--- config.mk ---
export PLATFORM = sky130hd
export DESIGN_NAME = southBridge_flat
export DESIGN_NICKNAME = d
export VERILOG_FILES = /design/src/common/busPkg.sv /design/src/common/devBusIf.sv /design/src/bridge/southBridge.sv /design/src/flat_wrapper.sv
export VERILOG_INCLUDE_DIRS = /design/src /design/src/common
export SDC_FILE = /design/constraint.sdc
export NUM_CORES = 1
export LEC_CHECK = 0
export ABC_CLOCK_PERIOD_IN_PS = 2200
export BUFFER_PORTS_ARGS = -buffer_cell sky130_fd_sc_hd__buf_2
export CAP_MARGIN = 0
export CORE_AREA = 5 5 115 117
export DETAILED_ROUTE_END_ITERATION = 6
export DIE_AREA = 0 0 120 122
export PLACE_DENSITY_LB_ADDON = 0.2
export SYNTH_ARGS = -nofsm -noshare
export SYNTH_HDL_FRONTEND = slang
export SYNTH_SLANG_ARGS = --single-unit
--- constraint.sdc ---
create_clock -name vclk -period 2.2
set_clock_uncertainty 0.1 [all_clocks]
set_input_delay 0.44 -clock vclk [all_inputs]
set_output_delay 0.44 -clock vclk [all_outputs]
set_load 0.01 [all_outputs]
--- src/common/busCfg.svh ---
// Bus configuration: address map, data memory depth and timer register indices
`ifndef BUS_CFG_SVH
`define BUS_CFG_SVH

// Data memory range
`define DATA_STARTADDR   32'h0000_0000
`define DATA_ENDADDR     32'h0000_2FFF

// Whole device window behind the south bridge
`define DEV_STARTADDR    32'h0000_7F00
`define DEV_ENDADDR      32'h0000_7F1F

// Timer ranges inside the device window
`define TIMER0_STARTADDR 32'h0000_7F00
`define TIMER0_ENDADDR   32'h0000_7F0B
`define TIMER1_STARTADDR 32'h0000_7F10
`define TIMER1_ENDADDR   32'h0000_7F1B

// Data memory depth in words
`define DM_WORDS         3072

// Timer register index, address bits 3:2
`define REG_CTRL         2'd0
`define REG_PRESET       2'd1
`define REG_COUNT        2'd2

`endif

--- src/common/busPkg.sv ---
// Bus package: word, address and interrupt types plus the timer state encoding
package busPkg;

    // Byte address from the CPU data port
    typedef logic [31:0] addrT;

    // Data word on every bus
    typedef logic [31:0] wordT;

    // One enable per byte lane
    typedef logic [3:0] byteEnT;

    // Hardware interrupt lines 7 down to 2
    typedef logic [5:0] hwIntT;

    // Countdown timer FSM
    typedef enum logic [1:0] {
        idle  = 2'd0,
        load  = 2'd1,
        count = 2'd2,
        irq   = 2'd3
    } timerStateT;

endpackage

--- src/common/devBusIf.sv ---
// Device bus: word address, write data, whole-word write strobe and read data
interface devBusIf;
    import busPkg::*;

    addrT addr;
    wordT wdata;
    logic we;
    wordT rdata;

    // Bridge side drives the request
    modport host (
        output addr,
        output wdata,
        output we,
        input  rdata
    );

    // Device answers with read data
    modport device (
        input  addr,
        input  wdata,
        input  we,
        output rdata
    );

endinterface

--- src/bridge/southBridge.sv ---
// South bridge: routes the device window to the two timers and packs the interrupt vector
`include "busCfg.svh"

module southBridge (
    devBusIf.device      cpu,
    devBusIf.host        t0,
    devBusIf.host        t1,
    input  logic         t0Irq,
    input  logic         t1Irq,
    input  logic         extInt,
    output busPkg::hwIntT hwInt
);

    logic selT0;
    logic selT1;

    // Timer ranges, the gaps between them stay unmapped
    assign selT0 = (cpu.addr >= `TIMER0_STARTADDR) && (cpu.addr <= `TIMER0_ENDADDR);
    assign selT1 = (cpu.addr >= `TIMER1_STARTADDR) && (cpu.addr <= `TIMER1_ENDADDR);

    // Timer 0
    assign t0.addr  = cpu.addr;
    assign t0.wdata = cpu.wdata;
    assign t0.we    = cpu.we && selT0;

    // Timer 1
    assign t1.addr  = cpu.addr;
    assign t1.wdata = cpu.wdata;
    assign t1.we    = cpu.we && selT1;

    assign cpu.rdata = selT0 ? t0.rdata :
                       selT1 ? t1.rdata :
                       '0;

    // Lines 7:2, top three unused
    assign hwInt = {3'b000, extInt, t1Irq, t0Irq};

    // At most one timer sees a store
    always_comb begin
        assert (!(t0.we && t1.we))
            else $error("southBridge: both timers written together");
    end

endmodule

--- src/flat_wrapper.sv ---
// flat-port wrapper written by rule: the top's interface ports become plain ports
module southBridge_flat 
  (t0Irq, t1Irq, extInt, hwInt, cpu_addr, cpu_wdata, cpu_we, cpu_rdata, t0_addr, t0_wdata, t0_we, t0_rdata, t1_addr, t1_wdata, t1_we, t1_rdata);
  devBusIf cpu_i ();
  devBusIf t0_i ();
  devBusIf t1_i ();
  input  logic t0Irq;
  input  logic t1Irq;
  input  logic extInt;
  output busPkg::hwIntT hwInt;
  input wire logic [$bits(cpu_i.addr)-1:0] cpu_addr;
  input wire logic [$bits(cpu_i.wdata)-1:0] cpu_wdata;
  input wire logic [$bits(cpu_i.we)-1:0] cpu_we;
  output wire logic [$bits(cpu_i.rdata)-1:0] cpu_rdata;
  output wire logic [$bits(t0_i.addr)-1:0] t0_addr;
  output wire logic [$bits(t0_i.wdata)-1:0] t0_wdata;
  output wire logic [$bits(t0_i.we)-1:0] t0_we;
  input wire logic [$bits(t0_i.rdata)-1:0] t0_rdata;
  output wire logic [$bits(t1_i.addr)-1:0] t1_addr;
  output wire logic [$bits(t1_i.wdata)-1:0] t1_wdata;
  output wire logic [$bits(t1_i.we)-1:0] t1_we;
  input wire logic [$bits(t1_i.rdata)-1:0] t1_rdata;
  assign cpu_i.addr = cpu_addr;
  assign cpu_i.wdata = cpu_wdata;
  assign cpu_i.we = cpu_we;
  assign cpu_rdata = cpu_i.rdata;
  assign t0_addr = t0_i.addr;
  assign t0_wdata = t0_i.wdata;
  assign t0_we = t0_i.we;
  assign t0_i.rdata = t0_rdata;
  assign t1_addr = t1_i.addr;
  assign t1_wdata = t1_i.wdata;
  assign t1_we = t1_i.we;
  assign t1_i.rdata = t1_rdata;
  southBridge u_core (.cpu(cpu_i), .t0(t0_i), .t1(t1_i), .t0Irq(t0Irq), .t1Irq(t1Irq), .extInt(extInt), .hwInt(hwInt));
endmodule
==> metrics.cfg, run 1 <==
[cells_and_area]
finalNetCount=418
areaGrowthSynthToFinish_pct=17.4
drive_above_1_share=0.852
stdcell_count=434
seq_cell_count=0
final_cell_mix=184 x buf_2, 32 x mux2i_1, 29 x nor3_2
layout_commonest_cell=buf_2
final_core_util=0.176
regArea_um2=0
n_clock_buffer=0
diodes=0

[setup_path]
crit_family=simple AND/OR/NAND/NOR gates
required_ns=1.66
path_buf_inv=4
cp.arrival_ns=1.63
cp_common_cell=buf_6
path_cells=buf_6, nor4b_4, nand4_1, buf_6, buf_6, nor3_2, buf_2
cp-end-kind=primary output
cp_slowest_cell=nor4b_4
start_kind=input pin
cpPeakStageDelay_ns=0.28
cp_max_fo=20
worstSetupPathType=input pin to primary output

[timing]
max_freq_mhz=461
hold_viol_final=0
finalCritPeriodShare=0.985
rsz0062_at_grt=yes
tns_ns=0
timing.final.ws_setup_ns=0.0320
drv_slew=0
timing.final.crit_period_ns=2.17
finalSetupViolations=0

[synth]
synth_cell_types=16
ys_warn_count=0
netlist_area_mm2=0.00184
avgSynthCellArea_um2=8.26
yosysSeqAreaShare=0
syn_inst=223

[grt]
grt_pass1_vias=1526
grt-ovfl-total=0
grt_pass1_wl_um=7410
antenna_found_initial=0
grtUsageTotal=0.0590
grt_max_degree=22

[floorplanning]
die_h_um=122
rows=41
design.core.area_mm2=0.0123
die-area_mm2=0.0146
io_pins=300
dieWidth_um=120
initial_utilization=0.150

[run_status]
outcome=completed

[detailed_routing]
first_iter_violations=4
first_pass_iters=2
drt-total-wl_um=5110
routedWlPerCell_um=11.8
drc=0
vias_per_cell=3.51
vias=1522
postRouteAntennaNets=0

[placement]
place_hpwl_um=4320
gp_congestion=0.667
io_buffers=189
place_ws_ns=-0.126
dp_cells=432

[power]
power_density_mw_per_mm2=132
power_mw=0.285
ir_worst_vdd_mv=0.0454
p_leak_nw=1.17

[clocking]
ctsHoldBuffers=0

[hold_path]
hp-class=input pin to primary output

[flow_run]
max_cap_viol_count=0

## cell usage after synthesis (all sizes together)
| cell type | instances | area [um^2] |
|---|---|---|
| nor4bb | 1 | 10.0 |
| nand2 | 2 | 7.51 |
| and3 | 1 | 6.26 |
| nor3 | 33 | 315 |
| nor4 | 4 | 43.8 |
| inv | 1 | 3.75 |
| nand4 | 2 | 18.8 |
| mux2i | 32 | 320 |
| conb | 1 | 3.75 |
| buf | 144 | 1080 |
| nor4b | 2 | 30.0 |
## final timing paths
path                         start            to  slack (ns)  cells past startpoint
worst max-delay path  cpu_addr[19]  cpu_rdata[7]        0.03                      7
worst min-delay path  cpu_wdata[0]   t0_wdata[0]        0.78                      0
## layer usage
layer	track usage	wire [um]	share of wire
met1	0.0664	1670	0.33
met2	0.110	2700	0.53
met3	0.0181	662	0.13
met4	0.0107	77	0.015
met5	0	0	0
## timing repair
item | 4_1_cts | 5_1_grt
cloned | 1 | 0
setup buffers | 1 | 0
setup endpoints to repair | 26 | 34
resized for setup | 15 | 11
pin swaps | 5 | 2
## per-stage QoR
stage | hold slack, ns | cell area [um^2]
global placement | 0.780 | 2030
detailed placement | 0.780 | 2030
global route | 0.780 | 2160
finish | 0.780 | 2160
CTS | 0.780 | 2120
floorplan | 0.872 | 1850
## kinds of logic after synthesis
family	share of synthesized area
buffers and inverters	0.590
multiplexers	0.174
other	0.00204
AND/OR/NAND/NOR	0.234
## area by class of cell
class,count,area [um^2]
fill,1388,10100
timing repair buffer,203,1140
multi-input combinational,80,828
tap,150,188
inverter,1,3.75
## where the power goes
part	switching, mW	internal [mW]
Clock	0	0
Sequential	0	0
Combinational	0.135	0.150
Total	0.135	0.150
Note: power is estimated with default switching activity, not from simulation.
==> inputs of run 2 (changes only) <==
CELL_PAD_IN_SITES_DETAIL_PLACEMENT = 1   (was unset)
CELL_PAD_IN_SITES_GLOBAL_PLACEMENT = 1   (was unset)
CORE_AREA = 5 5 114 116   (was 5 5 115 117)
DIE_AREA = 0 0 119 121   (was 0 0 120 122)
==> metrics.cfg, run 2 (synthesized netlist as in run 1, its figures left out) <==
[placement]
place_ws_ns=-0.0632
io_buffers=189
place_hpwl_um=5200
gp_congestion=0.692
place_area_mm2=0.00201

[setup_path]
cp-end-kind=primary output
cp_slowest_cell=nor4_4
path_buf_inv=3
cp.arrival_ns=1.63
path_cells=buf_2, nor4_4, nand4_2, buf_8, nor4_1, buf_2
cpPeakStageDelay_ns=0.30
worstSetupPathType=input pin to primary output
crit_family=simple AND/OR/NAND/NOR gates
cp_common_cell=buf_2
start_kind=input pin
cp_max_fo=17
required_ns=1.66

[power]
power_density_mw_per_mm2=133
p_leak_nw=1.19
ir_worst_vdd_mv=0.0350

[cells_and_area]
layout_commonest_cell=buf_2
regArea_um2=0
final_cell_mix=184 x buf_2, 32 x mux2i_1, 30 x nor3_2
areaGrowthSynthToFinish_pct=19.3
drive_above_1_share=0.852
n_clock_buffer=0
finalNetCount=418
post-route-cell-area_mm2=0.00220
diodes=0
seq_cell_count=0

[detailed_routing]
first_iter_violations=20
first_pass_iters=4
drt-total-wl_um=6570
drc=0
vias_per_cell=3.60
vias=1551
postRouteAntennaNets=0
routedWlPerCell_um=15.3

[grt]
grt-ovfl-total=0
grt_pass1_wl_um=8800
antenna_found_initial=0
grtUsageTotal=0.0722
grt_pass1_vias=1683
grt_max_degree=35

[timing]
max_freq_mhz=461
timing.final.ws_setup_ns=0.0286
drv_slew=0
finalCritPeriodShare=0.987
timing.hold.ws_ns=0.780
rsz0062_at_grt=yes
timing.final.crit_period_ns=2.17
finalSetupViolations=0
tns_ns=0
hold_viol_final=0

[floorplanning]
design.core.area_mm2=0.0118
initial_utilization=0.156
dieWidth_um=119
die_h_um=121
io_pins=300
rows=40
die-area_mm2=0.0144

[clocking]
ctsHoldBuffers=0

[hold_path]
hp-class=input pin to primary output

[run_status]
outcome=completed

[flow_run]
max_cap_viol_count=0

run 2: cell count changes in the layout (fill, tap and decap cells not counted), sizes merged:
cell / previous run / this run
buf: 203 / 201
clkbuf: 0 / 2
run 2: cell type report:
cell class | instances | area (um^2)
Timing Repair Buffer | 203 | 1170
Multi-Input combinational cell | 80 | 836
Tap cell | 147 | 184
Inverter | 1 | 3.75
Fill cell | 1461 | 9610
run 2: per-stage QoR:
stage               std cells  utilization  total power [mW]
floorplan                 225            -             0.317
CTS                       427        0.172             0.284
detailed placement        427        0.170             0.280
finish                    431        0.186             0.293
global placement          427        0.170             0.276
global route              431        0.186             0.320
run 2: repair_timing:
item	in CTS	in global routing
setup endpoints to repair	34	34
gates resized for setup	4	23
gates cloned	0	3
buffers inserted	0	1
pin swaps	0	6
run 2: routing by layer:
layer  part of all wire  GRT usage  vias to the layer above
met1               0.37     0.0872                      691
met3               0.10     0.0270                       20
li1                   -          -                      733
met2               0.52      0.125                      107
met5                  0          0                        -
met4              0.010     0.0101                        0
run 2: path summary, 6_finish.rpt:
path | start | endpoint | slack [ns] | cells after the start
hold / removal | cpu_wdata[21] | t1_wdata[21] | 0.78 | 0
setup / recovery | cpu_addr[6] | t0_we | 0.03 | 6
run 2: report_power, final:
| part | internal, mW | switching [mW] |
|---|---|---|
| clock network | 0 | 0 |
| logic | 0.152 | 0.141 |
| registers | 0 | 0 |
| total | 0.152 | 0.141 |
