File: src/common/busCfg.svh
// Bus configuration: address map, data memory depth and timer register indices
`ifndef BUS_CFG_SVH
`define BUS_CFG_SVH

// Data memory range
`define DATA_STARTADDR   32'h0000_0000
`define DATA_ENDADDR     32'h0000_2FFF

// Whole device window behind the south bridge
`define DEV_STARTADDR    32'h0000_7F00
`define DEV_ENDADDR      32'h0000_7F1F

// Timer ranges inside the device window
`define TIMER0_STARTADDR 32'h0000_7F00
`define TIMER0_ENDADDR   32'h0000_7F0B
`define TIMER1_STARTADDR 32'h0000_7F10
`define TIMER1_ENDADDR   32'h0000_7F1B

// Data memory depth in words
`define DM_WORDS         3072

// Timer register index, address bits 3:2
`define REG_CTRL         2'd0
`define REG_PRESET       2'd1
`define REG_COUNT        2'd2

`endif

File: src/common/busPkg.sv
// Bus package: word, address and interrupt types plus the timer state encoding
package busPkg;

    // Byte address from the CPU data port
    typedef logic [31:0] addrT;

    // Data word on every bus
    typedef logic [31:0] wordT;

    // One enable per byte lane
    typedef logic [3:0] byteEnT;

    // Hardware interrupt lines 7 down to 2
    typedef logic [5:0] hwIntT;

    // Countdown timer FSM
    typedef enum logic [1:0] {
        idle  = 2'd0,
        load  = 2'd1,
        count = 2'd2,
        irq   = 2'd3
    } timerStateT;

endpackage

File: src/common/devBusIf.sv
// Device bus: word address, write data, whole-word write strobe and read data
interface devBusIf;
    import busPkg::*;

    addrT addr;
    wordT wdata;
    logic we;
    wordT rdata;

    // Bridge side drives the request
    modport host (
        output addr,
        output wdata,
        output we,
        input  rdata
    );

    // Device answers with read data
    modport device (
        input  addr,
        input  wdata,
        input  we,
        output rdata
    );

endinterface

File: src/bridge/northBridge.sv
// North bridge: splits the CPU data port between data memory and the device window
`include "busCfg.svh"

module northBridge (
    input  busPkg::addrT   cpuAddr,
    input  busPkg::wordT   cpuWdata,
    input  busPkg::byteEnT cpuByteEn,
    output busPkg::wordT   cpuRdata,
    output busPkg::addrT   dmAddr,
    output busPkg::wordT   dmWdata,
    output busPkg::byteEnT dmByteEn,
    input  busPkg::wordT   dmRdata,
    devBusIf.host          sbr
);

    logic inData;
    logic inDev;

    assign inData = (cpuAddr >= `DATA_STARTADDR) && (cpuAddr <= `DATA_ENDADDR);
    assign inDev  = (cpuAddr >= `DEV_STARTADDR) && (cpuAddr <= `DEV_ENDADDR);

    // Data memory takes byte lanes only inside its range
    assign dmAddr   = cpuAddr;
    assign dmWdata  = cpuWdata;
    assign dmByteEn = inData ? cpuByteEn : 4'b0000;

    // Devices only accept full-word stores
    assign sbr.addr  = cpuAddr;
    assign sbr.wdata = cpuWdata;
    assign sbr.we    = inDev && (&cpuByteEn);

    // Unmapped reads return zero
    assign cpuRdata = inData ? dmRdata :
                      inDev  ? sbr.rdata :
                      '0;

    // Memory and device window never share a store
    always_comb begin
        assert (!((|dmByteEn) && sbr.we))
            else $error("northBridge: memory and device written together");
    end

endmodule

File: src/flat_wrapper.sv
// flat-port wrapper written by rule: the top's interface ports become plain ports
module northBridge_flat 
  (cpuAddr, cpuWdata, cpuByteEn, cpuRdata, dmAddr, dmWdata, dmByteEn, dmRdata, sbr_addr, sbr_wdata, sbr_we, sbr_rdata);
  devBusIf sbr_i ();
  input  busPkg::addrT cpuAddr;
  input  busPkg::wordT cpuWdata;
  input  busPkg::byteEnT cpuByteEn;
  output busPkg::wordT cpuRdata;
  output busPkg::addrT dmAddr;
  output busPkg::wordT dmWdata;
  output busPkg::byteEnT dmByteEn;
  input  busPkg::wordT dmRdata;
  output wire logic [$bits(sbr_i.addr)-1:0] sbr_addr;
  output wire logic [$bits(sbr_i.wdata)-1:0] sbr_wdata;
  output wire logic [$bits(sbr_i.we)-1:0] sbr_we;
  input wire logic [$bits(sbr_i.rdata)-1:0] sbr_rdata;
  assign sbr_addr = sbr_i.addr;
  assign sbr_wdata = sbr_i.wdata;
  assign sbr_we = sbr_i.we;
  assign sbr_i.rdata = sbr_rdata;
  northBridge u_core (.cpuAddr(cpuAddr), .cpuWdata(cpuWdata), .cpuByteEn(cpuByteEn), .cpuRdata(cpuRdata), .dmAddr(dmAddr), .dmWdata(dmWdata), .dmByteEn(dmByteEn), .dmRdata(dmRdata), .sbr(sbr_i));
endmodule
File: config.mk
export PLATFORM = sky130hd
export DESIGN_NAME = northBridge_flat
export DESIGN_NICKNAME = d
export VERILOG_FILES = /design/src/common/busPkg.sv /design/src/common/devBusIf.sv /design/src/bridge/northBridge.sv /design/src/flat_wrapper.sv
export VERILOG_INCLUDE_DIRS = /design/src /design/src/common
export SDC_FILE = /design/constraint.sdc
export NUM_CORES = 1
export LEC_CHECK = 0
export ABC_CLOCK_PERIOD_IN_PS = 3700
export BUFFER_PORTS_ARGS = -buffer_cell sky130_fd_sc_hd__buf_2
export CAP_MARGIN = 20
export CORE_AREA = 2 2 114 116
export DETAILED_ROUTE_END_ITERATION = 16
export DIE_AREA = 0 0 116 118
export PLACE_DENSITY_LB_ADDON = 0.08
export SLEW_MARGIN = 20
export SYNTH_ARGS = -nofsm -noshare
export SYNTH_HDL_FRONTEND = slang
export SYNTH_SLANG_ARGS = --single-unit
export TNS_END_PERCENT = 50
File: constraint.sdc
create_clock -name vclk -period 3.7
set_input_delay 0.74 -clock vclk [all_inputs]
set_output_delay 0.74 -clock vclk [all_outputs]
set_load 0.01 [all_outputs]
==> results of run 1 <==
layout make-up:
class / count / share of cell area, %
multi-input combinational: 52 / 28.5
tap: 172 / 12.9
timing repair buffer: 189 / 58.6
routing by layer:
| layer | global-route usage (%) | routed length (µm) |
|---|---|---|
| met5 | 0 | 0 |
| met4 | 2.53 | 159 |
| met3 | 0.412 | 422 |
| met2 | 13.7 | 2910 |
| met1 | 5.21 | 1570 |
power groups by stage:
stage                     Combinational, µW  Sequential, µW  Clock [µW]
after floorplan                         146               0           0
after global placement                  110               0           0
after detailed placement                109               0           0
after CTS                               109               0           0
after global routing                    117               0           0
final                                   107               0           0
how the worst min path moves through the flow:
stage          slack [ns]          end          from
2_1_floorplan        1.57    dmAddr[0]    cpuAddr[0]
3_3_place_gp         1.48  dmWdata[13]  cpuWdata[13]
3_5_place_dp         1.48  dmWdata[13]  cpuWdata[13]
4_1_cts              1.48  dmWdata[13]  cpuWdata[13]
5_1_grt              1.48   dmWdata[2]   cpuWdata[2]
6_report             1.48  dmWdata[21]  cpuWdata[21]
cells by family (layout without fill, tap and decap cells):
family	Yosys count	in the layout	synth area share, %
simple gates	19	19	9.75
compound gates	33	33	22.1
buf+inv	134	189	68.2
per-stage QoR:
step | hold slack (ns) | worst slack [ns] | cells | power, µW
after CTS | 1.48 | 0.274 | 413 | 109
final | 1.48 | 0.308 | 413 | 107
after global placement | 1.48 | 0.280 | 413 | 110
after detailed placement | 1.48 | 0.274 | 413 | 109
after floorplan | 1.57 | 0.524 | 186 | 146
after global routing | 1.48 | 0.223 | 413 | 117
synthesized netlist by cell type, drive strengths merged:
master,count
clkbuf,3
or4b,1
nand2,3
or4,1
nor4bb,1
nand3,1
a211o,1
nor4,3
nor2,1
and2,5
nor3,2
a22o,32
and4,1
buf,131
==> impl_metrics.py, run 1 <==
metrics = {
    "pwr": {
        "pwr-share-comb_pct": 100.0,
        "p_int_uw": 57.5,
        "switchingPower_uw": 49.9,
        "power_frac_clock_pct": 0,
        "p_per_area_nw_per_um2": 64.4,
        "swShare_pct": 46.4,
        "leakagePower_uw": 0.00100,
        "sequentialPowerShare_pct": 0,
        "ir_worst_vdd_mv": 0.0164,
    },
    "sta": {
        "finalCritPeriodShare_pct": 91.7,
        "tightest_slew_ns": 0.414,
        "hold_viol_final": 0,
        "rsz0062_at_grt": "false",
        "slew-limit-headroom_pct": 72.1,
        "maxSlewViolCount": 0,
        "setup-tns-final_ns": 0,
        "setup-violations-final": 0,
        "fmax_mhz": 295,
        "fin_crit_ns": 3.39,
    },
    "floorplanning": {
        "die_y_um": 118,
        "design.portCount": 297,
        "core-area_um2": 12400,
        "dieArea_um2": 13700,
        "rows": 41,
        "start_util_pct": 11.9,
        "die_w_um": 116,
    },
    "critical_path": {
        "crit_arrival_ns": 2.65,
        "crit_path_start_kind": "primary input",
        "crit_buf_inv": 3,
        "endpoint_kind": "output pin",
        "cp.depth": 7,
        "path_class": "primary input to output pin",
        "critPathMaxFanout": 33,
        "startpoint": "cpuAddr[24]",
        "slowest_stage": "or4b_4",
        "cp_common_cell": "buf_2",
        "cp_cell_sequence": "buf_2, or4_4, or4b_4, nor4_4, buf_12, a22o_1, buf_2",
        "max_stage_delay_ns": 0.54,
        "worstPathRequired_ns": 2.96,
        "cp_top_family": "simple AND/OR/NAND/NOR gates",
        "cp-endpoint": "cpuRdata[1]",
    },
    "synthesis": {
        "synth_top_cell_by_area": "buf_4",
        "netlist.area_leader.share_pct": 65.1,
        "syn_area_per_cell_um2": 7.93,
        "netlist_instances": 186,
        "yosysSeqAreaShare_pct": 0,
        "synth_nets": 318,
        "yosys_warnings": 0,
        "synth_area_um2": 1480,
        "synth_area_leaders": "buf_4, a22o_2, buf_6, and2_1, a22o_1",
        "synthDistinctLibCells": 18,
    },
    "place": {
        "gp_congestion": 0.660,
        "placed_cell_area_um2": 1670,
        "dp_hpwl_mm": 4.41,
        "port_buffers": 186,
    },
    "final_layout": {
        "n_fill_cell": 1461,
        "final_net_count": 375,
        "syn_to_final_growth_pct": 13.1,
        "final_core_util_pct": 13.4,
        "drive_gt1_share_pct": 92.1,
        "n_antenna_cell": 0,
        "regArea_um2": 0,
        "multi_input_area_um2": 475,
        "clock_buffers": 0,
        "final_area_um2": 1670,
        "layout_commonest_cell": "buf_2",
        "design.seq.count": 0,
        "final_cell_mix": "buf_2, a22o_2, and2_1",
    },
    "run": {
        "cap_violations": 0,
    },
    "clock_network": {
        "cts_setup_buffers": 0,
        "hold_buffers": 0,
        "cts-resized-gates": 0,
    },
    "route": {
        "dr.pass1.iters": 4,
        "via_per_inst": 3.26,
        "vias": 1345,
        "drt_iter0_drc": 21,
        "wl_per_cell_um": 12.3,
        "wirelength_mm": 5.06,
        "drt_drc_violations_left": 0,
        "postRouteAntennaNets": 0,
    },
    "global_routing": {
        "grt_start_max_net_pins": 34,
        "grt_overflow": 0,
        "grt_pass1_wl_mm": 6.68,
        "grt.total_usage_pct": 6.16,
        "grt_pass1_vias": 1277,
        "antenna_found_initial": 0,
    },
    "worst_hold_path": {
        "hold_depth": 0,
        "hold_class": "primary input to output pin",
    },
    "status": {
        "outcome": "completed",
    },
}
Power figures use the tool's default switching activity.
==> run 2: changes to the inputs <==
--- a/config.mk
+++ b/config.mk
@@ -6,12 +6,12 @@
 export SDC_FILE = /design/constraint.sdc
 export NUM_CORES = 1
 export LEC_CHECK = 0
-export ABC_CLOCK_PERIOD_IN_PS = 3700
+export ABC_CLOCK_PERIOD_IN_PS = 2900
 export BUFFER_PORTS_ARGS = -buffer_cell sky130_fd_sc_hd__buf_2
 export CAP_MARGIN = 20
-export CORE_AREA = 2 2 114 116
+export CORE_AREA = 2 2 115 117
 export DETAILED_ROUTE_END_ITERATION = 16
-export DIE_AREA = 0 0 116 118
+export DIE_AREA = 0 0 117 119
 export PLACE_DENSITY_LB_ADDON = 0.08
 export SLEW_MARGIN = 20
 export SYNTH_ARGS = -nofsm -noshare
==> constraint.sdc (replaced) <==
create_clock -name vclk -period 2.9
set_input_delay 0.58 -clock vclk [all_inputs]
set_output_delay 0.58 -clock vclk [all_outputs]
set_load 0.01 [all_outputs]
==> run 2 against run 1 <==
  * The flow now finishes with violations (setup timing)
  * Cell area increased by 3.2%
  * Die area up 1.7%
  * Final cell count up 1.5%
  * Worst hold slack lost 0.32 ns
  * Combinational power up 33%
  * Via count is 0.15% lower
  * Sequential cell count did not move
  * Worst setup slack worse by 0.46 ns
  * First-iteration DRC count increased by 29%
  * Core utilization is 0.063 points lower
  * Critical path depth unchanged
  * Critical endpoint is now cpuRdata[12]
  * Largest power group unchanged
==> impl_metrics.py, run 2 (same netlist as run 1, synthesis figures left out) <==
metrics = {
    "sta": {
        "tightest_slew_ns": 0.298,
        "finalCritPeriodShare_pct": 105,
        "slew-limit-headroom_pct": 80.0,
        "rsz0062_at_grt": "true",
        "fin_crit_ns": 3.05,
        "maxSlewViolCount": 0,
        "fmax_mhz": 328,
        "setup-violations-final": 33,
        "setup-tns-final_ns": -4.16,
        "hold_viol_final": 0,
        "fin_ws_ns": -0.147,
    },
    "pwr": {
        "p_per_area_nw_per_um2": 82.3,
        "ir_worst_vdd_mv": 0.0209,
        "leakagePower_uw": 0.00103,
    },
    "route": {
        "postRouteAntennaNets": 0,
        "via_per_inst": 3.21,
        "drt_iter0_drc": 27,
        "drt_drc_violations_left": 0,
        "vias": 1343,
        "dr.pass1.iters": 3,
        "wirelength_mm": 4.94,
        "wl_per_cell_um": 11.8,
    },
    "worst_hold_path": {
        "hold_class": "primary input to output pin",
        "hold_start": "cpuWdata[14]",
        "hold_depth": 0,
    },
    "final_layout": {
        "design.seq.count": 0,
        "n_fill_cell": 1500,
        "final_area_um2": 1720,
        "n_antenna_cell": 0,
        "final_cell_mix": "buf_2, a22o_2, and2_1",
        "syn_to_final_growth_pct": 16.8,
        "clock_buffers": 0,
        "regArea_um2": 0,
        "layout_commonest_cell": "buf_2",
        "final_core_util_pct": 13.4,
        "final_net_count": 377,
        "drive_gt1_share_pct": 92.2,
    },
    "critical_path": {
        "path_class": "primary input to output pin",
        "worstPathRequired_ns": 2.32,
        "cp-endpoint": "cpuRdata[12]",
        "critPathMaxFanout": 33,
        "crit_path_start_kind": "primary input",
        "crit_arrival_ns": 2.47,
        "endpoint_kind": "output pin",
        "startpoint": "cpuAddr[24]",
    },
    "run": {
        "cap_violations": 0,
    },
    "place": {
        "pre_cts_ws_ns": -0.179,
        "placed_cell_area_um2": 1690,
        "dp_hpwl_mm": 4.40,
        "gp_congestion": 0.646,
        "port_buffers": 186,
    },
    "floorplanning": {
        "die_y_um": 119,
        "design.portCount": 297,
        "core-area_um2": 12900,
        "dieArea_um2": 13900,
        "die_w_um": 117,
        "rows": 42,
        "start_util_pct": 11.5,
    },
    "global_routing": {
        "antenna_found_initial": 0,
        "grt_overflow": 0,
        "grt_pass1_wl_mm": 6.47,
        "grt.total_usage_pct": 5.89,
        "grt_start_max_net_pins": 34,
        "grt_pass1_vias": 1253,
    },
    "status": {
        "outcome": "complete, but fails checks",
        "violations": "setup timing",
    },
    "clock_network": {
        "cts_setup_buffers": 0,
    },
}
-- run 2: cell types whose count changed in the layout (fill, tap and decap cells not counted) --
cell,change
a22o_4,+2
buf_6,+3
a22o_2,-2
buf_4,+2
buf_2,-3
-- run 2: final cells by class --
class | count | area, µm² | area share, %
well taps | 176 | 220 | 12.8
repair buffers | 191 | 1010 | 58.8
multi-input cells | 52 | 490 | 28.5
-- run 2: worst max-delay path, cell delays in order --
cell and delay (ns):
buf_6 0.09, or4_4 0.53, or4b_4 0.54, nor4_4 0.19, buf_12 0.23, a22o_2 0.16, buf_2 0.13
-- run 2: how the worst min path moves through the flow --
stage	to	slack (ns)
floorplan	dmAddr[0]	1.25
global placement	dmAddr[0]	1.16
detailed placement	dmAddr[0]	1.16
CTS	dmAddr[0]	1.16
global route	sbr_wdata[2]	1.16
finish	dmWdata[14]	1.16
-- run 2: routing by layer --
layer | vias up | share of wire (%) | GRT usage [%]
li1 | 623 | - | -
met1 | 572 | 29 | 4.85
met2 | 115 | 54 | 12.7
met3 | 33 | 12 | 1.02
met4 | 0 | 4.6 | 2.72
met5 | - | 0 | 0
-- run 2: where the power goes --
part / switching, µW / internal [µW] / leakage, µW
clock network: 0 / 0 / 0
registers: 0 / 0 / 0
logic: 65.9 / 75.9 / 0.00103
total: 65.9 / 75.9 / 0.00103
-- run 2: stage by stage --
stage | instances | hold slack, ns | power (µW)
global route | 419 | 1.16 | 155
global placement | 419 | 1.16 | 146
finish | 419 | 1.16 | 142
CTS | 419 | 1.16 | 144
floorplan | 186 | 1.25 | 186
detailed placement | 419 | 1.16 | 143
-- run 2: what timing repair did --
item,CTS,global route
setup endpoints to repair,33,33
hold buffers,0,0
endpoints found under the hold margin,0,0
gates resized for setup,1,5
pin swaps,1,1
