$ cat config.mk
export PLATFORM = sky130hd
export DESIGN_NAME = timer_flat
export DESIGN_NICKNAME = d
export VERILOG_FILES = /design/src/common/busPkg.sv /design/src/common/devBusIf.sv /design/src/source/timer.sv /design/src/flat_wrapper.sv
export VERILOG_INCLUDE_DIRS = /design/src /design/src/common
export SDC_FILE = /design/constraint.sdc
export NUM_CORES = 1
export LEC_CHECK = 0
export ABC_CLOCK_PERIOD_IN_PS = 4410
export BUFFER_PORTS_ARGS = -buffer_cell sky130_fd_sc_hd__buf_2
export CAP_MARGIN = 10
export CORE_ASPECT_RATIO = 1.2
export CORE_MARGIN = 3
export CORE_UTILIZATION = 40
export CTS_BUF_LIST = sky130_fd_sc_hd__clkbuf_16
export DETAILED_ROUTE_END_ITERATION = 7
export GPL_ROUTABILITY_DRIVEN = 0
export PLACE_DENSITY_LB_ADDON = 0.12
export REMOVE_ABC_BUFFERS = 1
export SLEW_MARGIN = 20
export SYNTH_ARGS = -nofsm -noshare
export SYNTH_HDL_FRONTEND = slang
export SYNTH_SLANG_ARGS = --single-unit
$ cat constraint.sdc
create_clock -name clk -period 4.41 [get_ports clk]
set_input_delay 0.441 -clock clk [delete_from_list [all_inputs] [get_ports clk]]
set_output_delay 0.441 -clock clk [all_outputs]
set_load 0.01 [all_outputs]
$ cat src/common/busCfg.svh
// Bus configuration: address map, data memory depth and timer register indices
`ifndef BUS_CFG_SVH
`define BUS_CFG_SVH

// Data memory range
`define DATA_STARTADDR   32'h0000_0000
`define DATA_ENDADDR     32'h0000_2FFF

// Whole device window behind the south bridge
`define DEV_STARTADDR    32'h0000_7F00
`define DEV_ENDADDR      32'h0000_7F1F

// Timer ranges inside the device window
`define TIMER0_STARTADDR 32'h0000_7F00
`define TIMER0_ENDADDR   32'h0000_7F0B
`define TIMER1_STARTADDR 32'h0000_7F10
`define TIMER1_ENDADDR   32'h0000_7F1B

// Data memory depth in words
`define DM_WORDS         3072

// Timer register index, address bits 3:2
`define REG_CTRL         2'd0
`define REG_PRESET       2'd1
`define REG_COUNT        2'd2

`endif

$ cat src/common/busPkg.sv
// Bus package: word, address and interrupt types plus the timer state encoding
package busPkg;

    // Byte address from the CPU data port
    typedef logic [31:0] addrT;

    // Data word on every bus
    typedef logic [31:0] wordT;

    // One enable per byte lane
    typedef logic [3:0] byteEnT;

    // Hardware interrupt lines 7 down to 2
    typedef logic [5:0] hwIntT;

    // Countdown timer FSM
    typedef enum logic [1:0] {
        idle  = 2'd0,
        load  = 2'd1,
        count = 2'd2,
        irq   = 2'd3
    } timerStateT;

endpackage

$ cat src/common/devBusIf.sv
// Device bus: word address, write data, whole-word write strobe and read data
interface devBusIf;
    import busPkg::*;

    addrT addr;
    wordT wdata;
    logic we;
    wordT rdata;

    // Bridge side drives the request
    modport host (
        output addr,
        output wdata,
        output we,
        input  rdata
    );

    // Device answers with read data
    modport device (
        input  addr,
        input  wdata,
        input  we,
        output rdata
    );

endinterface

$ cat src/source/timer.sv
// Timer: programmable countdown with one-shot and auto-reload modes and a maskable interrupt
`include "busCfg.svh"

module timer (
    input  logic    clk,
    input  logic    rst,
    devBusIf.device bus,
    output logic    irq
);
    import busPkg::*;

    // CTRL holds mask, mode and enable in bits 3:0
    logic [3:0] ctrlReg;
    logic [3:0] ctrlNext;
    wordT       presetReg;
    wordT       countReg;
    wordT       countNext;
    timerStateT state;
    timerStateT stateNext;
    logic [1:0] regIdx;
    logic       ctrlWr;
    logic       presetWr;
    logic       stopReq;
    logic       autoReload;

    assign regIdx     = bus.addr[3:2];
    assign ctrlWr     = bus.we && (regIdx == `REG_CTRL);
    assign presetWr   = bus.we && (regIdx == `REG_PRESET);
    assign stopReq    = ctrlWr && !bus.wdata[0];
    assign autoReload = (ctrlReg[2:1] == 2'd1);

    always_comb begin
        ctrlNext  = ctrlWr ? bus.wdata[3:0] : ctrlReg;
        stateNext = state;
        countNext = countReg;
        if (stopReq) begin
            // Count is held where it stopped
            stateNext = idle;
        end else begin
            case (state)
                idle: begin
                    if (ctrlWr) begin
                        stateNext = load;
                    end
                end
                load: begin
                    countNext = presetReg;
                    stateNext = (presetReg == '0) ? busPkg::irq : count;
                end
                count: begin
                    countNext = countReg - 32'd1;
                    if (countReg == 32'd1) begin
                        stateNext = busPkg::irq;
                    end
                end
                busPkg::irq: begin
                    // One-shot waits here for a fresh CTRL write
                    if (autoReload || ctrlWr) begin
                        stateNext = load;
                    end
                end
            endcase
            // One-shot drops enable on the way into irq
            if ((stateNext == busPkg::irq) && (ctrlNext[2:1] != 2'd1)) begin
                ctrlNext[0] = 1'b0;
            end
        end
    end

    always_ff @(posedge clk) begin
        if (rst) begin
            state     <= idle;
            ctrlReg   <= '0;
            presetReg <= '0;
            countReg  <= '0;
        end else begin
            state    <= stateNext;
            ctrlReg  <= ctrlNext;
            countReg <= countNext;
            if (presetWr) begin
                presetReg <= bus.wdata;
            end
        end
    end

    // Register readback, COUNT is read-only
    always_comb begin
        case (regIdx)
            `REG_CTRL:   bus.rdata = {28'd0, ctrlReg};
            `REG_PRESET: bus.rdata = presetReg;
            `REG_COUNT:  bus.rdata = countReg;
            default:     bus.rdata = '0;
        endcase
    end

    assign irq = (state == busPkg::irq) && ctrlReg[3];

    // Once loaded the count only steps down, or holds when stopped
    assert property (@(posedge clk) disable iff (rst)
        (state == count) |=> ((countReg == $past(countReg) - 32'd1) || (state == idle)))
        else $error("timer: count did not step down");

    // Auto-reload interrupt is a single-cycle pulse
    assert property (@(posedge clk) disable iff (rst) (irq && autoReload) |=> !irq)
        else $error("timer: auto-reload interrupt longer than one cycle");

endmodule

$ cat src/flat_wrapper.sv
// flat-port wrapper written by rule: the top's interface ports become plain ports
module timer_flat import busPkg::*;
  (clk, rst, irq, bus_addr, bus_wdata, bus_we, bus_rdata);
  devBusIf bus_i ();
  input  logic clk;
  input  logic rst;
  output logic irq;
  input wire logic [$bits(bus_i.addr)-1:0] bus_addr;
  input wire logic [$bits(bus_i.wdata)-1:0] bus_wdata;
  input wire logic [$bits(bus_i.we)-1:0] bus_we;
  output wire logic [$bits(bus_i.rdata)-1:0] bus_rdata;
  assign bus_i.addr = bus_addr;
  assign bus_i.wdata = bus_wdata;
  assign bus_i.we = bus_we;
  assign bus_rdata = bus_i.rdata;
  timer u_core (.clk(clk), .rst(rst), .bus(bus_i), .irq(irq));
endmodule
==> summary.md, run 1 <==
| Metric | Value |
|---|---|
| Longest Clk Path Bufs | `2` |
| Sequential Area | `between 0.001 and 0.0015 mm²` |
| Gr usage total | `around 22%` |
| CTS tree | `done` |
| Core area | `just under 0.01 mm²` |
| Fin. max-slew vios | `0` |
| Placed wire-length estimate | `roughly 8300 µm` |
| Reg2Reg Capture Point | `u_core.ctrlReg[0]` |
| Final Hold Fails | `0` |
| Power Density | `~460 mW/mm²` |
| Post-CTS Setup Inserts | `0` |
| Register area share after synthesis | `35.00%` |
| Max Freq | `approximately 400 MHz` |
| Share of cells above drive strength 1 | `17.72%` |
| RSZ-0062 raised after global routing | `false` |
| Area grow syn2layout | `17.13%` |
| Initial DRC Count | `230` |
| Layout Utilization | `roughly half` |
| Static leakage | `between 1.5 and 2 nW` |
| Main flop type after synthesis | `dfxtp_1` |
| Synth top area cells | `dfxtp_1 (35%), nand2_1 (9.6%), a21oi_1 (8.1%)` |
| Drt first pass iters | `5` |
| CTS resizes | `0` |
| Die area | `roughly 0.011 mm²` |
| Final nets | `655` |
| Crit Path Class | `register to register` |
| Antenna violations before repair | `0` |
| Syn Std Cell Area | `between 0.004 and 0.005 mm²` |
| CP max FO | `8` |
| Ant. Diodes | `0` |
| Post-Route WL | `roughly 12000 µm` |
| Total negative setup slack | `0 ns` |
| Combinational share of power | `between 30% and 40%` |
| Buffers on Ports | `just under 70` |
| Least-Margin Pin Slew | `0.9089 ns` |
| Startpoint types | `register` |
| Worst-Skew Late Latency | `approximately 0.34 ns` |
| Yosys top cell area share | `35.00%` |
| Global-route wire length before repair | `approximately 20000 µm` |
| Seq cells post-synth | `70` |
| Critical Path RT | `about 4.7 ns` |
| Post-Syn Instances | `roughly 530` |
| Minimum setup slack among reg-to-reg paths | `1.91 ns` |
| Net Switching | `0.8057 mW` |
| FP Rows | `39` |
| TritonCTS Buffers | `9` |
| Max IR drop VDD | `slightly above 200 µV` |
| Max-Cap Viols | `0` |
| Slew headroom | `between 30% and 40%` |
| DR vias | `approximately 4100` |
| Vias/cell | `roughly 6` |
| Final Critical Period | `between 2 and 3 ns` |
| CP Capture Type | `register` |
| Area of the multi-input gates | `between 0.002 and 0.0025 mm²` |
| Worst-case clock skew | `a little under 0.008 ns` |
| Remaining Overflow, GRT | `0` |
| Remaining DRCs | `0` |
| Fillers | `986` |
| Hold-fix buffers, CTS | `0` |
| IO Pins | `100` |
| RR Startpoint | `u_core.countReg[16]` |
| Min-Delay Path Class | `primary input to register` |
| Largest net degree at the start of global routing | `47` |
| Internal cell power | `~1.4 mW` |
| Setup crit start | `u_core.countReg[16]` |
| EDFF count, synth | `0` |
| Synth area leader | `dfxtp_1` |
| Outcome | `finished clean` |
| Endpoints failing setup | `0` |
| Die height | `115.6 µm` |
| Fraction of registers with async set/reset | `0%` |
| Flop pwr share | `around a third` |
| Worst setup path endpoint | `u_core.ctrlReg[0]` |
| ANT nets after route | `0` |
| Starting Density | `41.44%` |
| Post-Synthesis Mean Instance Area | `between 7 and 8 µm²` |
| Sw Share | `37.37%` |
| CTS root buf | `clkbuf_16` |
| Period utilisation layout | `between 50 and 60%` |
| Routed WL per cell | `17.34 µm` |
| H-tree depth | `3` |
| Power share of the clock group | `32.6%` |
| Vias in the first global route | `just under 4000` |
| Yosys cell types | `55` |
| Synth Warn # | `0` |
| CTS sink count | `70` |
| Crit path DAT | `2.74 ns` |
| Die W | `between 90 and 100 µm` |
| Reg2Reg Depth | `5` |
| Worst-path clk slew | `roughly 0.060 ns` |
-- power groups by stage --
stage / clock network, mW / registers (mW) / logic, mW
2_1_floorplan: 0 / 0.735 / 0.491
3_3_place_gp: 0 / 0.751 / 0.696
3_5_place_dp: 0 / 0.753 / 0.704
4_1_cts: 0.714 / 0.739 / 0.708
5_1_grt: 0.746 / 0.749 / 0.787
6_report: 0.703 / 0.742 / 0.711
-- worst max-delay path, cell delays in order (launching register included) --
cell	delay, ns
dfxtp_1	0.38
nor4_1	0.67
nand4_1	0.37
nor4b_1	0.47
a41oi_1	0.26
o21a_1	0.26
-- routing by layer --
layer	wire [µm]	GRT usage (%)	share of wire (%)
met2	6093	37.75	49
met3	472	3.612	3.8
met1	5538	27.99	45
met5	0	0	0
met4	207	7.756	1.7
-- cell type report --
| cell class | count | area share [%] |
|---|---|---|
| Clock buffer | 9 | 4.803 |
| Clock inverter | 7 | 1.201 |
| Tap cell | 123 | 3.282 |
| Inverter | 9 | 0.7204 |
| Sequential cell | 70 | 29.88 |
| Timing Repair Buffer | 79 | 8.965 |
| Multi-Input combinational cell | 413 | 51.15 |
-- cell families after synthesis --
group / share of synthesized area, %
AND/OR/NAND/NOR: 28.72
AO/OA/AOI/OAI: 27.78
flip-flops: 35.00
buffers and inverters: 5.375
adder cells (fa/ha/maj): 1.875
multiplexers: 1.250
-- flip-flops by register name (all words and copies together), names as in the netlist --
register	flops
u_core.ctrlReg	4
u_core.countReg	32
u_core.state	2
u_core.presetReg	32
-- through the flow --
step,std cells,cell area [µm²],power (mW),hold WS (ns),setup WS (ns)
2_1_floorplan,492,3822,1.226,0.4375,1.498
3_3_place_gp,694,4405,1.448,0.4651,1.807
3_5_place_dp,694,4405,1.457,0.4861,1.794
4_1_cts,710,4687,2.162,0.3300,1.898
5_1_grt,710,4690,2.282,0.3351,1.665
6_report,710,4690,2.156,0.3365,1.906
-- placed cells by master, fill, tap and decap left out, drive strengths merged, types with 7 or more instances in the layout --
cell type	n
a21oi	65
nor3	20
nor2	27
nand3	12
o22ai	7
o2bb2ai	7
nor4	22
inv	10
or3	10
clkbuf	9
buf	79
o21ai	22
nor2b	8
dfxtp	70
a22o	28
nand2	102
-- synth_stat cells, drive strengths merged (6+ instances only) --
master	n
nand2	102
dfxtp	70
a21oi	65
clkbuf	33
a22o	28
nor2	27
nor4	22
o21ai	22
nor3	20
nand3	12
or3	10
buf	9
inv	9
nor2b	8
o22ai	7
o2bb2ai	7
a22oi	6
ha	6
nor3b	6
o31ai	6
-- worst min path at each step --
stage	startpoint	endpoint	slack, ns	cells past startpoint
after floorplan	u_core.ctrlReg[2]	u_core.ctrlReg[2]	0.44	2
after global placement	u_core.ctrlReg[3]	u_core.ctrlReg[3]	0.47	2
after detailed placement	u_core.presetReg[22]	u_core.presetReg[22]	0.49	2
after CTS	bus_wdata[4]	u_core.presetReg[4]	0.33	3
after global routing	bus_wdata[6]	u_core.presetReg[6]	0.34	3
final	bus_wdata[20]	u_core.presetReg[20]	0.34	3
Note: power is estimated with default switching activity, not from simulation.
==> run 2, diff against run 1 <==
Settings changed: ABC_CLOCK_PERIOD_IN_PS 4410 to 2350.
Clock period 4.41 ns to 2.35 ns, I/O delays scaled along.
==> run 2 against run 1 <==
Net effect: worst hold slack lost 0.20 ns; global-route usage grew 1.1 points; clock skew shrank 0.0030 ns; via count grew 2.8%; power grew 97%; first-iteration DRC count grew 5.7%; cell area grew 4.6%; wire length grew 1.6%; sequential power grew 86%; cell count grew 3.9%; clock power grew 92%; maximum frequency grew 15%; critical endpoint is now u_core.countReg[25]; highest routed layer unchanged.
==> summary.md, run 2 (synthesis results as in run 1) <==
| Metric | Value |
|---|---|
| Outcome | `finished clean` |
| Max-Cap Viols | `0` |
| Starting Density | `between 40% and 50%` |
| Slowest-stage cell, CP | `or4_4` |
| TritonCTS Buffers | `9` |
| Period utilisation layout | `approximately 90%` |
| Top Registers | `u_core.countReg: 32 flops, u_core.presetReg: 32 flops, u_core.ctrlReg: 4 flops` |
| Max Freq | `about 460 MHz` |
| Hold-fix buffers, CTS | `0` |
| Worst Path Buf+Inv | `0` |
| Placed wire-length estimate | `between 9000 and 10000 µm` |
| Share of cells above drive strength 1 | `21.46%` |
| Endpoints failing setup | `0` |
| Longest Clk Path Bufs | `2` |
| Critical path's largest stage delay | `0.63 ns` |
| Least-Margin Pin Slew | `roughly 0.75 ns` |
| Final Hold Fails | `0` |
| Remaining Overflow, GRT | `0` |
| Antenna violations before repair | `0` |
| Core area | `between 0.009 and 0.01 mm²` |
| Initial DRC Count | `about 240` |
| Routed WL per cell | `between 15 and 20 µm` |
| Area grow syn2layout | `22.53%` |
| Final nets | `683` |
| CTS resizes | `0` |
| H-tree depth | `3` |
| Critical Path RT | `between 2 and 3 ns` |
| Gr usage total | `22.99%` |
| CP max FO | `8` |
| Power Density | `around 860 mW/mm²` |
| Highest-count cells in the layout ignoring fill and taps | `nand2_1 (102), dfxtp_1 (70), buf_2 (69)` |
| Drt first pass iters | `5` |
| Global-route wire length before repair | `between 20000 and 25000 µm` |
| CP Capture Type | `register` |
| Reg2Reg Depth | `5` |
| Post-CTS Setup Inserts | `0` |
| Post-Route WL | `approximately 13000 µm` |
| Total negative setup slack | `0 ns` |
| Pwr Total | `about 4.2 mW` |
| Final Critical Period | `around 2.2 ns` |
| Stages on the worst setup path | `5` |
| Min-Delay Path Class | `primary input to register` |
| ANT nets after route | `0` |
| Fillers | `1000` |
| Die height | `115.6 µm` |
| Vias/cell | `slightly below 6` |
| Fin. max-slew vios | `0` |
| IO Pins | `100` |
| Die W | `a little under 100 µm` |
| Crit path DAT | `around 2.4 ns` |
| WHS Path Cells | `3` |
| Die area | `around 0.011 mm²` |
| FP Rows | `39` |
| CTS tree | `done` |
| Worst-path clk slew | `around 0.060 ns` |
| Most common cell after layout, fill and taps aside | `nand2_1` |
| Vias in the first global route | `about 4200` |
| CTS sink count | `70` |
| Ant. Diodes | `0` |
| Crit-path cells | `or4_4 -> or4_4 -> nor2_4 -> a311oi_1 -> nor4_1` |
| Worst-Skew Late Latency | `roughly 0.33 ns` |
| Max IR drop VDD | `around 400 µV` |
| Buffers on Ports | `69` |
| Remaining DRCs | `0` |
| Largest net degree at the start of global routing | `31` |
| Slew headroom | `49.83%` |
| CTS root buf | `clkbuf_16` |
| Worst-case clock skew | `around 0.0049 ns` |
| CP most frequent cell | `or4_4` |
| Crit Path Class | `register to register` |
| CP delay by family, top | `simple AND/OR/NAND/NOR gates` |
| Static leakage | `between 1.5 and 2 nW` |
| Startpoint types | `register` |
| RSZ-0062 raised after global routing | `false` |
| DR vias | `roughly 4300` |
==> run 2: changes by cell type in the layout (fill, tap and decap cells not counted) <==
cell,before,now
clkinvlp_4,0,3
clkinv_2,3,1
nand2_1,101,102
inv_1,10,9
nand2_2,1,0
buf_4,10,38
==> run 2: cell type report <==
type                    instances  area [µm²]  area share, %
inverters                       9       33.78         0.6886
well taps                     123       153.9          3.137
clock buffers                   9       225.2          4.591
repair buffers                107       630.6          12.85
multi-input cells             413        2396          48.84
clock inverters                 7       65.06          1.326
flip-flops and latches         70        1401          28.56
==> run 2: metal layers <==
metal  part of all wire, %  vias up  track usage (%)
li1                      -     2122                -
met3                   4.3       21            4.275
met2                    50      113            40.65
met4                   1.6        0            7.387
met1                    44     1999            28.58
met5                     0        -                0
==> run 2: tightest hold or removal path: stages <==
cell     delay [ns]
buf_2          0.09
nand2_1        0.04
a21oi_1        0.05
==> run 2: power by group <==
group	leakage, nW	total [mW]	switching (mW)	internal, mW
registers	0.568	1.38	0.103	1.27
logic	1.25	1.51	0.939	0.573
clock network	0.133	1.35	0.537	0.812
==> run 2: final timing paths <==
kind,start,to,slack [ns]
setup / recovery,u_core.countReg[5],u_core.countReg[25],0.17
hold / removal,bus_wdata[15],u_core.presetReg[15],0.13
setup reg to reg,u_core.countReg[5],u_core.countReg[25],0.17
hold reg to reg,u_core.ctrlReg[2],u_core.ctrlReg[2],0.47
==> run 2: through the flow <==
stage	instances	instance area, µm²	utilization (%)	hold WS (ns)	setup WS, ns
after floorplan	492	3822	-	0.2996	-0.5623
after global placement	722	4616	47.77	0.4617	0.2394
after detailed placement	722	4616	47.77	0.4703	0.2154
after CTS	738	4906	50.78	0.1285	0.1698
after global routing	738	4906	50.78	0.1345	0.07544
final	738	4906	50.78	0.1329	0.1728
==> run 3, diff against run 2 <==
Settings changed: ABC_AREA set to 0, PLACE_DENSITY set to 0.66, PLACE_DENSITY_LB_ADDON 0.12 to not set.
==> run 3 against run 2 <==
Net effect: combinational power down 3%; via count did not move; wire length shrank 1.1%; clock skew increased by 0.0035 ns; sequential share of layout area is 0.26 points higher; critical path depth stayed put; power fell by 1.4%; global-route usage fell by 1.4 points; clock power about the same; utilization decreased by 0.47 points; non-clock buffer count fell by 9.
==> summary.md, run 3 (synthesis results as in run 1) <==
| Metric | Value |
|---|---|
| Slowest-stage cell, CP | `or4_4` |
| Power Density | `between 800 and 900 mW/mm²` |
| Power share of the clock group | `approximately a third` |
| Routed WL per cell | `16.97 µm` |
| Max-Cap Viols | `0` |
| Sequential Area | `approximately 0.0014 mm²` |
| CP Capture Type | `register` |
| Area grow syn2layout | `21.41%` |
| Max Freq | `445.8 MHz` |
| Startpoint types | `register` |
| Fin. max-slew vios | `0` |
| Worst-case clock skew | `roughly 0.0084 ns` |
| Post-Route WL | `around 12000 µm` |
| RSZ-0062 raised after global routing | `false` |
| Most common cell after layout, fill and taps aside | `nand2_1` |
| Remaining Overflow, GRT | `0` |
| H-tree depth | `3` |
| Static leakage | `between 1.5 and 2 nW` |
| GR peak layer | `met2` |
| Min-Delay Path Class | `primary input to register` |
| Pwr Total | `around 4.2 mW` |
| Top Registers | `u_core.countReg: 32 flops, u_core.presetReg: 32 flops, u_core.ctrlReg: 4 flops` |
| Inst Count DP | `approximately 710` |
| Met3 usage | `under 10%` |
| CP most frequent cell | `or4_4` |
| CTS sink count | `70` |
| Remaining DRCs | `0` |
| Buffers on Ports | `69` |
| FP Rows | `39` |
| ANT nets after route | `0` |
| Final Hold Fails | `0` |
| Drt first pass iters | `7` |
| Longest Clk Path Bufs | `2` |
| Net Switching | `between 1.5 and 2 mW` |
| Final Critical Period | `roughly 2.2 ns` |
| Vias in the first global route | `3948` |
| TritonCTS Buffers | `9` |
| IO Pins | `100` |
| Die area | `roughly 0.011 mm²` |
| Finished Layout Cells | `~730` |
| Sw Share | `36.94%` |
| Global-route wire length before repair | `19770 µm` |
| Final nets | `just under 700` |
| Fillers | `a little under 1000` |
| Gr usage total | `between 20% and 30%` |
| Vias/cell | `5.837` |
| Least-Margin Pin Slew | `between 0.6 and 0.7 ns` |
| Combinational share of power | `between 30% and 40%` |
| Critical Path RT | `between 2 and 3 ns` |
| Slew headroom | `roughly 54%` |
| Period utilisation layout | `95.45%` |
| Min setup slack post-route | `approximately 0.11 ns` |
| Initial DRC Count | `~250` |
| DR vias | `about 4300` |
| Crit-path cells | `or4_4 -> or4_4 -> nor2_4 -> a21boi_0 -> o32ai_1` |
| Die W | `97.33 µm` |
| Worst Path Buf+Inv | `0` |
| Ant. Diodes | `0` |
| Share of cells above drive strength 1 | `20.46%` |
| RR Startpoint | `u_core.countReg[4]` |
| CP max FO | `8` |
| CTS root buf | `clkbuf_16` |
| Flop pwr share | `about a third` |
| Max IR drop VDD | `about 390 µV` |
| Met1 global-route usage | `a little over a quarter` |
| CTS tree | `done` |
| Met2 Use GR | `between 30% and 40%` |
| Highest-count cells in the layout ignoring fill and taps | `nand2_1 (102), dfxtp_1 (70), buf_2 (69)` |
| Largest net degree at the start of global routing | `33` |
| Crit path DAT | `approximately 2.5 ns` |
| Starting Density | `around two fifths` |
| Placed wire-length estimate | `roughly 8700 µm` |
| Internal cell power | `2.635 mW` |
| Outcome | `finished clean` |
| Antenna violations before repair | `0` |
| Core area | `0.009662 mm²` |
| CP delay by family, top | `simple AND/OR/NAND/NOR gates` |
| Worst-path clk slew | `roughly 0.06 ns` |
| Area of the multi-input gates | `~0.0024 mm²` |
| Setup WS pre-CTS | `0.1281 ns` |
| Setup crit start | `u_core.countReg[4]` |
| Hold Startpoint | `bus_wdata[16]` |
| Crit Path Class | `register to register` |
| Die height | `about 120 µm` |
| Hold-fix buffers, CTS | `0` |
| Worst-Skew Late Latency | `0.35 ns` |
| Endpoints failing setup | `0` |
| Critical path's largest stage delay | `a little over 0.6 ns` |
-- run 3: changes by cell type in the layout (fill, tap and decap cells not counted), moves of 2 or more --
cell / before / now
buf_4: 38 / 27
clkinv_2: 1 / 4
clkinvlp_4: 3 / 0
buf_12: 0 / 2
clkinv_1: 2 / 0
inv_1: 9 / 11
-- run 3: layer usage --
metal / wire length, µm / part of all wire [%]
met1: 5442 / 44
met2: 5869 / 47
met3: 770 / 6.2
met4: 291 / 2.4
met5: 0 / 0
-- run 3: tightest hold or removal path: stages --
cell     delay (ns)
buf_2          0.09
nand2_1        0.04
a21oi_1        0.05
-- run 3: worst paths after layout --
kind,depth (start not counted),to,slack [ns]
max,5,u_core.countReg[19],0.11
min,3,u_core.presetReg[16],0.13
max reg2reg,5,u_core.countReg[19],0.11
min reg2reg,2,u_core.ctrlReg[3],0.47
-- run 3: what timing repair did --
action	CTS	global route
setup endpoints to repair	0	1
resized for setup	0	1
setup buffers	0	2
-- run 3: final cells by class --
class / instances / area share, %
Multi-Input combinational cell: 413 / 49.40
Sequential cell: 70 / 28.83
Timing Repair Buffer: 98 / 12.10
Clock buffer: 9 / 4.633
Tap cell: 123 / 3.166
Clock inverter: 7 / 1.184
Inverter: 9 / 0.6950
-- run 3: stage by stage --
stage                     util, %  area (µm²)  hold WS, ns  TNS (ns)
after floorplan                 -        3822       0.2996    -14.18
after global placement      47.18        4558       0.4548         0
after detailed placement    47.18        4558       0.4686         0
after CTS                   50.10        4841       0.1175         0
after global routing        50.31        4861       0.1302         0
final                       50.31        4861       0.1256         0
-- run 3: power groups by stage --
stage	sequential, mW	clock (mW)	combinational [mW]
after floorplan	1.38	0	0.922
after global placement	1.40	0	1.39
after detailed placement	1.40	0	1.42
after CTS	1.38	1.36	1.42
after global routing	1.40	1.41	1.61
final	1.38	1.33	1.47
